`src/hpdcache_ctrl_pkg.sv`:
```
// Control engine package: request kind, request record, hold reasons
// and the fence rule
package hpdcache_ctrl_pkg;

    // Operation carried by a request
    typedef enum logic [2:0] {
        REQ_LOAD      = 3'd0,
        REQ_STORE     = 3'd1,
        REQ_AMO       = 3'd2,
        REQ_CMO_FENCE = 3'd3,
        REQ_CMO_INVAL = 3'd4
    } req_kind_e;

    // Request record as it moves from stage 0 to stage 2
    typedef struct packed {
        req_kind_e kind;
        logic      uncacheable;
        logic      need_rsp;
        // Issued by the replay table rather than the core
        logic      rtab;
    } ctrl_req_t;

    localparam int CTRL_REQ_W = $bits(ctrl_req_t);

    // Why a stage 1 request is parked in the replay table
    typedef enum logic [2:0] {
        HOLD_NONE           = 3'd0,
        HOLD_MSHR_HIT       = 3'd1,
        HOLD_MSHR_FULL      = 3'd2,
        HOLD_WBUF_HIT       = 3'd3,
        HOLD_WBUF_NOT_READY = 3'd4,
        HOLD_MSHR_NOT_READY = 3'd5
    } hold_reason_e;

    // Fences run in program order, everything before them drains first
    // and nothing after them starts until they are done
    function automatic logic is_fence(input ctrl_req_t req);
        return req.uncacheable            ||
               (req.kind == REQ_AMO)       ||
               (req.kind == REQ_CMO_FENCE) ||
               (req.kind == REQ_CMO_INVAL);
    endfunction

endpackage

```
`src/hpdcache_st1_if.sv`:
```
`timescale 1ns/10ps
// Stage 1 bundle between the stage registers and the decision logic
interface hpdcache_st1_if (
    input logic clk_i,
    input logic reset_i
);
    import hpdcache_ctrl_pkg::*;

    // From the stage registers
    logic      st1_valid;
    ctrl_req_t st1_req;
    // Upstream arbiter prefers the replay table
    logic      rtab_sel;

    // From the decision logic
    // Do not consume a stage 0 request this cycle
    logic      st1_nop;
    logic      st2_fwd;
    logic      st1_rtab_alloc;

    modport stage (
        output st1_valid, st1_req, rtab_sel,
        input  st1_nop, st2_fwd, st1_rtab_alloc
    );

    modport decide (
        input  clk_i, reset_i,
        input  st1_valid, st1_req, rtab_sel,
        output st1_nop, st2_fwd, st1_rtab_alloc
    );

endinterface

```
`src/hpdcache_ctrl_stages.sv`:
```
`timescale 1ns/10ps
// Stage 0 admission, replay selection, stage 1 and 2 registers,
// refill grant and MSHR allocation
module hpdcache_ctrl_stages (
    input  logic                         clk_i,
    input  logic                         reset_i,

    // Cache state
    input  logic                         cachedir_init_ready_i,
    input  logic                         refill_busy_i,

    // Request and refill arbiter
    input  logic                         arb_st0_req_valid_i,
    input  hpdcache_ctrl_pkg::ctrl_req_t st0_req_i,
    output logic                         arb_st0_req_ready_o,
    input  logic                         arb_refill_valid_i,
    output logic                         arb_refill_ready_o,

    // Replay table and side handlers
    input  logic                         rtab_full_i,
    input  logic                         rtab_req_valid_i,
    input  logic                         rtab_check_hit_i,
    input  logic                         cmo_busy_i,
    input  logic                         uc_busy_i,
    output logic                         rtab_sel_o,
    output logic                         rtab_check_o,
    output logic                         st0_rtab_alloc_o,
    output logic                         mshr_alloc_o,

    hpdcache_st1_if.stage                st1
);
    import hpdcache_ctrl_pkg::*;

    logic      pipe_run;
    logic      st0_fence;
    logic      st2_nop;
    logic      st1_load;
    logic      st1_valid_q;
    ctrl_req_t st1_req_q;
    logic      st2_valid_q;
    ctrl_req_t st2_req_q;

    // Pipeline moves only once the directory is initialized and no refill owns it
    assign pipe_run  = cachedir_init_ready_i & ~refill_busy_i;
    assign st0_fence = is_fence(st0_req_i);

    // Replay table wins when full (a held core request would deadlock),
    // has a ready entry, or a fence or side operation is outstanding
    assign rtab_sel_o = rtab_full_i                          |
                        rtab_req_valid_i                     |
                        (st1_valid_q & is_fence(st1_req_q))  |
                        cmo_busy_i                           |
                        uc_busy_i;

    // Stage 2 miss takes the MSHR this cycle, bubble behind it
    assign mshr_alloc_o = pipe_run & st2_valid_q;
    assign st2_nop      = mshr_alloc_o;

    assign arb_st0_req_ready_o = pipe_run & arb_st0_req_valid_i & ~(st1.st1_nop | st2_nop);

    // Core requests are checked against pending replay entries
    assign rtab_check_o     = ~rtab_sel_o & arb_st0_req_ready_o & ~st0_fence;
    assign st0_rtab_alloc_o = rtab_check_o & rtab_check_hit_i;

    // Conflicting core request goes to the table, not to stage 1
    assign st1_load = arb_st0_req_ready_o & (rtab_sel_o | st0_fence | ~rtab_check_hit_i);

    // Refill only into an empty pipeline
    assign arb_refill_ready_o = pipe_run & arb_refill_valid_i & ~(st1_valid_q | st2_valid_q);

    assign st1.st1_valid = st1_valid_q;
    assign st1.st1_req   = st1_req_q;
    assign st1.rtab_sel  = rtab_sel_o;

    // Stage 1 always drains while running, stage 2 only gets misses
    always_ff @(posedge clk_i) begin
        if (reset_i) begin
            st1_valid_q <= 1'b0;
            st2_valid_q <= 1'b0;
        end else if (pipe_run) begin
            st1_valid_q <= st1_load;
            st2_valid_q <= st1.st2_fwd;
        end
    end

    always_ff @(posedge clk_i) begin
        if (st1_load) begin
            st1_req_q <= st0_req_i;
        end
        if (st1.st2_fwd) begin
            st2_req_q <= st1.st1_req;
        end
    end

    a_ready_needs_valid: assert property (@(posedge clk_i) disable iff (reset_i)
        $rose(arb_st0_req_ready_o) |-> arb_st0_req_valid_i);

    // Only cacheable loads reach the MSHR
    a_st2_cacheable_load: assert property (@(posedge clk_i) disable iff (reset_i)
        st2_valid_q |-> (st2_req_q.kind == REQ_LOAD) && !st2_req_q.uncacheable);

    // Held request never shows up in stage 2
    a_hold_not_fwd: assert property (@(posedge clk_i) disable iff (reset_i)
        st1.st1_rtab_alloc |=> !st2_valid_q);

endmodule

```
`src/hpdcache_ctrl_top.sv`:
```
`timescale 1ns/10ps
// Control engine top: request packing, stage registers and stage 1 decision
module hpdcache_ctrl_top (
    input  logic                            clk_i,
    input  logic                            reset_i,

    // Cache state
    input  logic                            cachedir_init_ready_i,
    input  logic                            refill_busy_i,
    input  logic                            cachedir_hit_i,

    // Request and refill arbiter
    input  logic                            arb_st0_req_valid_i,
    input  hpdcache_ctrl_pkg::req_kind_e    st0_req_kind_i,
    input  logic                            st0_req_uncacheable_i,
    input  logic                            st0_req_need_rsp_i,
    input  logic                            st0_req_rtab_i,
    output logic                            arb_st0_req_ready_o,
    input  logic                            arb_refill_valid_i,
    output logic                            arb_refill_ready_o,

    // Replay table
    input  logic                            rtab_full_i,
    input  logic                            rtab_req_valid_i,
    input  logic                            rtab_check_hit_i,
    output logic                            rtab_sel_o,
    output logic                            rtab_check_o,
    output logic                            st0_rtab_alloc_o,
    output logic                            rtab_alloc_o,
    output logic                            rtab_rback_o,
    output logic                            rtab_commit_o,
    output hpdcache_ctrl_pkg::hold_reason_e hold_reason_o,

    // MSHR and write buffer
    input  logic                            mshr_hit_i,
    input  logic                            mshr_full_i,
    input  logic                            mshr_alloc_ready_i,
    output logic                            mshr_alloc_o,
    input  logic                            wbuf_read_hit_i,
    input  logic                            wbuf_write_ready_i,
    output logic                            wbuf_write_valid_o,

    // Core response and side handlers
    output logic                            rsp_valid_o,
    input  logic                            cmo_busy_i,
    input  logic                            uc_busy_i,
    output logic                            uc_req_valid_o,
    output logic                            cmo_req_valid_o
);
    import hpdcache_ctrl_pkg::*;

    ctrl_req_t st0_req;
    logic      st0_load_pending;

    assign st0_req = '{
        kind:        st0_req_kind_i,
        uncacheable: st0_req_uncacheable_i,
        need_rsp:    st0_req_need_rsp_i,
        rtab:        st0_req_rtab_i
    };

    // Cacheable load waiting in stage 0, clashes with a stage 1 store
    assign st0_load_pending = arb_st0_req_valid_i & (st0_req_kind_i == REQ_LOAD) &
                              ~st0_req_uncacheable_i;

    hpdcache_st1_if st1_if (
        .clk_i   (clk_i),
        .reset_i (reset_i)
    );

    hpdcache_ctrl_stages u_stages (
        .clk_i                 (clk_i),
        .reset_i               (reset_i),
        .cachedir_init_ready_i (cachedir_init_ready_i),
        .refill_busy_i         (refill_busy_i),
        .arb_st0_req_valid_i   (arb_st0_req_valid_i),
        .st0_req_i             (st0_req),
        .arb_st0_req_ready_o   (arb_st0_req_ready_o),
        .arb_refill_valid_i    (arb_refill_valid_i),
        .arb_refill_ready_o    (arb_refill_ready_o),
        .rtab_full_i           (rtab_full_i),
        .rtab_req_valid_i      (rtab_req_valid_i),
        .rtab_check_hit_i      (rtab_check_hit_i),
        .cmo_busy_i            (cmo_busy_i),
        .uc_busy_i             (uc_busy_i),
        .rtab_sel_o            (rtab_sel_o),
        .rtab_check_o          (rtab_check_o),
        .st0_rtab_alloc_o      (st0_rtab_alloc_o),
        .mshr_alloc_o          (mshr_alloc_o),
        .st1                   (st1_if.stage)
    );

    hpdcache_st1_decide u_decide (
        .cachedir_init_ready_i (cachedir_init_ready_i),
        .refill_busy_i         (refill_busy_i),
        .cachedir_hit_i        (cachedir_hit_i),
        .mshr_hit_i            (mshr_hit_i),
        .mshr_full_i           (mshr_full_i),
        .mshr_alloc_ready_i    (mshr_alloc_ready_i),
        .wbuf_read_hit_i       (wbuf_read_hit_i),
        .wbuf_write_ready_i    (wbuf_write_ready_i),
        .st0_load_pending_i    (st0_load_pending),
        .st1                   (st1_if.decide),
        .rsp_valid_o           (rsp_valid_o),
        .uc_req_valid_o        (uc_req_valid_o),
        .cmo_req_valid_o       (cmo_req_valid_o),
        .wbuf_write_valid_o    (wbuf_write_valid_o),
        .rtab_alloc_o          (rtab_alloc_o),
        .rtab_rback_o          (rtab_rback_o),
        .rtab_commit_o         (rtab_commit_o),
        .hold_reason_o         (hold_reason_o)
    );

endmodule

```
`src/hpdcache_st1_decide.sv`:
```
`timescale 1ns/10ps
// Stage 1 decision for fences, loads and stores, hold reasons and replay commit
module hpdcache_st1_decide (
    // Cache state
    input  logic                            cachedir_init_ready_i,
    input  logic                            refill_busy_i,
    input  logic                            cachedir_hit_i,

    // MSHR and write buffer
    input  logic                            mshr_hit_i,
    input  logic                            mshr_full_i,
    input  logic                            mshr_alloc_ready_i,
    input  logic                            wbuf_read_hit_i,
    input  logic                            wbuf_write_ready_i,

    // Cacheable load offered in stage 0
    input  logic                            st0_load_pending_i,

    hpdcache_st1_if.decide                  st1,

    // Stage 1 results
    output logic                            rsp_valid_o,
    output logic                            uc_req_valid_o,
    output logic                            cmo_req_valid_o,
    output logic                            wbuf_write_valid_o,
    output logic                            rtab_alloc_o,
    output logic                            rtab_rback_o,
    output logic                            rtab_commit_o,
    output hpdcache_ctrl_pkg::hold_reason_e hold_reason_o
);
    import hpdcache_ctrl_pkg::*;

    logic      st1_run;
    logic      st1_nop;
    logic      st2_fwd;
    logic      hold;
    ctrl_req_t req;

    assign req     = st1.st1_req;
    assign st1_run = st1.st1_valid & cachedir_init_ready_i & ~refill_busy_i;

    always_comb begin
        rsp_valid_o        = 1'b0;
        uc_req_valid_o     = 1'b0;
        cmo_req_valid_o    = 1'b0;
        wbuf_write_valid_o = 1'b0;
        rtab_commit_o      = 1'b0;
        st1_nop            = 1'b0;
        st2_fwd            = 1'b0;
        hold_reason_o      = HOLD_NONE;

        if (st1_run) begin
            // Cache maintenance goes to the CMO handler
            if ((req.kind == REQ_CMO_FENCE) || (req.kind == REQ_CMO_INVAL)) begin
                cmo_req_valid_o = 1'b1;
                st1_nop         = 1'b1;
            end else if (req.uncacheable || (req.kind == REQ_AMO)) begin
                // Uncached accesses and all AMOs
                uc_req_valid_o = 1'b1;
                st1_nop        = 1'b1;
            end else if (req.kind == REQ_LOAD) begin
                if (!cachedir_hit_i) begin
                    // Miss stalls stage 0 whatever happens next
                    st1_nop = 1'b1;
                    if (mshr_hit_i) begin
                        hold_reason_o = HOLD_MSHR_HIT;
                    end else if (mshr_full_i) begin
                        hold_reason_o = HOLD_MSHR_FULL;
                    end else if (wbuf_read_hit_i) begin
                        // Open write buffer entry must be acknowledged first
                        hold_reason_o = HOLD_WBUF_HIT;
                    end else if (!mshr_alloc_ready_i) begin
                        // Leave room for refill responses to drain
                        hold_reason_o = HOLD_MSHR_NOT_READY;
                    end else begin
                        rtab_commit_o = req.rtab;
                        st2_fwd       = 1'b1;
                    end
                end else begin
                    rtab_commit_o = req.rtab;
                    rsp_valid_o   = req.need_rsp;
                    // Replayed hit, only another replay may follow
                    st1_nop       = req.rtab & ~st1.rtab_sel;
                end
            end else if (req.kind == REQ_STORE) begin
                // Read and write channels are unordered, wait on a pending miss
                wbuf_write_valid_o = ~mshr_hit_i;
                // Data RAM conflict with a load behind us
                st1_nop = st0_load_pending_i | (req.rtab & ~st1.rtab_sel);
                if (!cachedir_hit_i && mshr_hit_i) begin
                    hold_reason_o = HOLD_MSHR_HIT;
                    st1_nop       = 1'b1;
                end else if (!wbuf_write_ready_i) begin
                    hold_reason_o = HOLD_WBUF_NOT_READY;
                    st1_nop       = 1'b1;
                end else begin
                    rtab_commit_o = req.rtab;
                    rsp_valid_o   = req.need_rsp;
                end
            end
        end
    end

    assign hold = (hold_reason_o != HOLD_NONE);

    // New entry for core requests, rollback for replayed ones
    assign rtab_alloc_o = hold & ~req.rtab;
    assign rtab_rback_o = hold &  req.rtab;

    assign st1.st1_nop        = st1_nop;
    assign st1.st2_fwd        = st2_fwd;
    assign st1.st1_rtab_alloc = hold;

    a_uc_cmo_excl: assert property (@(posedge st1.clk_i) disable iff (st1.reset_i)
        !(uc_req_valid_o && cmo_req_valid_o));

    // Held request is neither answered, committed nor passed on to stage 2
    a_hold_not_done: assert property (@(posedge st1.clk_i) disable iff (st1.reset_i)
        (hold_reason_o != HOLD_NONE) |->
            st1_nop && !st2_fwd && !rsp_valid_o && !rtab_commit_o);

endmodule

```
`config.mk`:
```
export PLATFORM = sky130hd
export DESIGN_NAME = hpdcache_ctrl_top
export DESIGN_NICKNAME = d
export VERILOG_FILES = /design/src/hpdcache_ctrl_pkg.sv /design/src/hpdcache_st1_if.sv /design/src/hpdcache_ctrl_stages.sv /design/src/hpdcache_ctrl_top.sv /design/src/hpdcache_st1_decide.sv
export SDC_FILE = /design/constraint.sdc
export NUM_CORES = 1
export LEC_CHECK = 0
export ABC_AREA = 1
export BUFFER_PORTS_ARGS = -buffer_cell sky130_fd_sc_hd__buf_2
export CAP_MARGIN = 30
export CELL_PAD_IN_SITES_DETAIL_PLACEMENT = 0
export CELL_PAD_IN_SITES_GLOBAL_PLACEMENT = 1
export CORE_MARGIN = 2
export CORE_UTILIZATION = 30
export DETAILED_ROUTE_END_ITERATION = 10
export GPL_TIMING_DRIVEN = 1
export PLACE_DENSITY_LB_ADDON = 0.1
export SYNTH_ARGS = -nofsm -noshare
export SYNTH_HDL_FRONTEND = slang
export SYNTH_SLANG_ARGS = --single-unit
```
`constraint.sdc`:
```
create_clock -name clk_i -period 2.65 [get_ports clk_i]
set_clock_uncertainty 0.1 [all_clocks]
set_input_delay 0.3975 -clock clk_i [delete_from_list [all_inputs] [get_ports clk_i]]
set_output_delay 0.3975 -clock clk_i [all_outputs]
set_load 0.01 [all_outputs]
```
==> key figures <==
Status
  • Outcome: finished clean

Route
  • Post-route ant nets: 0
  • Detailed router's first-iteration violation count: 16
  • DR DRC count: 0
  • Final WL: roughly 1700 um
  • Wirelength per Cell: a little under 10 um
  • Vias per cell: 4.52
  • Via count: 760
  • Drt pass-1 iters: 4

Place
  • DPL Wire Length: 1420 um
  • RePlAce Congestion: between 0.8 and 0.9
  • Port Buf Inserts: 38

Synthesis
  • Warnings, synthesis: 0
  • Mapped Area: approximately 670 sq um
  • Post-Syn Instances: 98
  • Mux share of post-synthesis cell area: 0
  • Top FF cell, synth: edfxtp_1
  • Asr flop ratio synth: 0
  • Top-area cell type share of the netlist area: 0.270
  • Compound-Gate Fraction of Synth Area: 0.103
  • Adder-Cell Fraction of Synth Area: 0
  • Post-synthesis simple-gate area fraction: 0.455
  • Synth cell count leaders: inv_1 (18), nor2_1 (15), nand2_1 (14)
  • Synth area leaders: edfxtp_1 (27%), inv_1 (10%), nor2_1 (8.4%), nand2_1 (7.9%), dfxtp_1 (6.0%)
  • Netlist cell types: 25
  • Syn avg cell area: 6.82 sq um
  • Post-synthesis xor/xnor area fraction: 0
  • Sequential cell area fraction in the yosys report: 0.330
  • Mapped Nets: 121
  • Synthesized flop and latch total: 8
  • Leading area contributor after synthesis: edfxtp_1
  • Post-synth EDFFs: 6
  • Largest family of logic cells by synthesized area: simple AND/OR/NAND/NOR gates
  • Count leader, synth: inv_1

GRT
  • First-pass GRT wire length: between 2000 and 3000 um
  • Initial antenna violation count: 0
  • Largest net degree at the start of global routing: 7
  • Congestion Overflow GR: 0
  • Gr usage total: 0.140
  • Number of global-route vias before repair: roughly 630

Finish
  • Nets: approximately 160
  • N_diodes: 0
  • Final Util: 0.428
  • Layout cells sized above 1: 0.414
  • Area Overhead vs Synth: 37.6%

Floorplanning
  • Ports: 39
  • Rows: 17
  • Starting Density: 0.311
  • Chip width: 51.2 um
  • Die Y-Extent: 51.2 um
  • Area of the die: between 0.002 and 0.003 sq mm
  • Core area: 0.00215 sq mm

STA
  • Hold Violations, Final: 0
  • Final setup TNS: 0 ns
  • RSZ-0062 raised after global routing: no
  • Final setup viols: 0
  • Worst slew pin tran: 0.461 ns
  • Rel. slew slack: 0.690
  • Crit path time final: roughly 2.3 ns
  • FMAX: around 0.43 GHz
  • Pins Over Slew Limit: 0
  • Final worst-path cycle share: 0.869

Clock network
  • Latest clock arrival within the worst-skew pair: 0.26 ns
  • Post-CTS Setup Inserts: 0
  • Clk slew on worst S/H paths: ~0.070 ns
  • H-tree depth: 1
  • Num CTS Buffers: 3
  • Sink Count: 8
  • PostCTS Resize Cnt: 0
  • CTS Buffer Depth: 2
  • Hold-fix buffers, CTS: 0
  • Root Buffer: clkbuf_4
  • CTS tree: yes

Min path
  • Worst Hold Class: primary input to flop
  • Hold path depth: 2
  • Worst Hold Launch: reset_i
  • Hold EP: u_stages.st2_valid_q

Pwr
  • P_leak: approximately 0.46 nW
  • VDD IR max: between 0.15 and 0.2 mV
  • Pwr dens: between 300 and 400 mW/mm^2

Worst setup path
  • R2R Setup Slk: roughly 0.80 ns
  • CP Data Required Time: between 2 and 2.5 ns
  • Crit. End Element: primary output
  • Reg2Reg Capture Point: u_stages.st1.st1_req[5]
  • Critical Path Source Type: flop
  • Max FO, Critical Path: 5
  • WP data arrival: between 1.5 and 2 ns
  • R2r startpoint: u_stages.st1.st1_req[4]
  • Worst R2R Path Depth: 9
  • Setup Crit Path Kind: flop to primary output

Flow run
  • Max-cap violations: 0
==> worst max path at each step <==
stage                                        from  cells after the start      endpoint  slack (ns)
after floorplan             cachedir_init_ready_i                     10  rtab_alloc_o        0.81
after global placement                 mshr_hit_i                     13  rtab_check_o        0.63
after detailed placement            refill_busy_i                     11  rtab_alloc_o        0.61
after CTS                 u_stages.st1.st1_req[4]                     11  rtab_alloc_o        0.34
after global routing      u_stages.st1.st1_req[4]                     11  rtab_rback_o        0.20
final                     u_stages.st1.st1_req[4]                     11  rtab_alloc_o        0.35
==> sequential cells by signal (all words and copies together) (netlist names) <==
name,cells
u_stages.st1.st1_req,6
u_stages.st2_valid_q,1
u_stages.st1.st1_valid,1
==> placed cells by master, fill, tap and decap left out, types with 4 or more instances in the layout <==
| cell type | n |
|---|---|
| nand2_2 | 6 |
| nand2_1 | 14 |
| inv_1 | 18 |
| nor3_1 | 5 |
| nor2_2 | 4 |
| edfxtp_1 | 6 |
| nor2_1 | 15 |
| buf_2 | 38 |
| nand3_1 | 4 |
| a21oi_1 | 5 |
==> stage by stage <==
stage / setup WS, ns / hold slack, ns / cell area (sq um) / std cells / total power (W)
after floorplan: 0.812 / 0.360 / 668 / 98 / 0.000169
after global placement: 0.634 / 0.385 / 893 / 164 / 0.000195
after detailed placement: 0.611 / 0.389 / 893 / 164 / 0.000196
after CTS: 0.336 / 0.206 / 920 / 168 / 0.000301
after global routing: 0.205 / 0.198 / 920 / 168 / 0.000318
final: 0.347 / 0.205 / 920 / 168 / 0.000298
==> worst max-delay path, stage by stage (launching register included) <==
cell,delay [ns]
edfxtp_1,0.44
nor2_1,0.17
nand2_1,0.08
nand2_2,0.09
inv_2,0.04
nand2_2,0.08
nor2_4,0.05
nand2_2,0.08
nor2_2,0.05
nor3_2,0.26
nor2_1,0.06
buf_2,0.14
==> cells by family after synthesis <==
logic type / after synthesis
AOI/OAI and AO/OA: 11
buffers and inverters: 20
DFF: 8
and+or+nand+nor: 59
==> power breakdown <==
part           internal (W)  switching [W]
registers          0.000139     0.00000219
clock network     0.0000578      0.0000474
logic             0.0000222      0.0000297
==> layout make-up <==
class | instances | area [sq um]
flip-flops and latches | 8 | 220
well taps | 28 | 35.0
inverters | 20 | 75.1
multi-input cells | 70 | 373
clock buffers | 4 | 26.3
fillers | 249 | 1230
repair buffers | 38 | 190
==> metal layers <==
metal	track usage	wire length, um	share of wire	vias up
li1	-	-	-	405
met1	0.189	760	0.46	331
met2	0.210	782	0.47	22
met3	0.0380	102	0.061	2
met4	0.0541	13	0.0078	0
met5	0	0	0	-
Note: power is estimated with default switching activity, not from simulation.
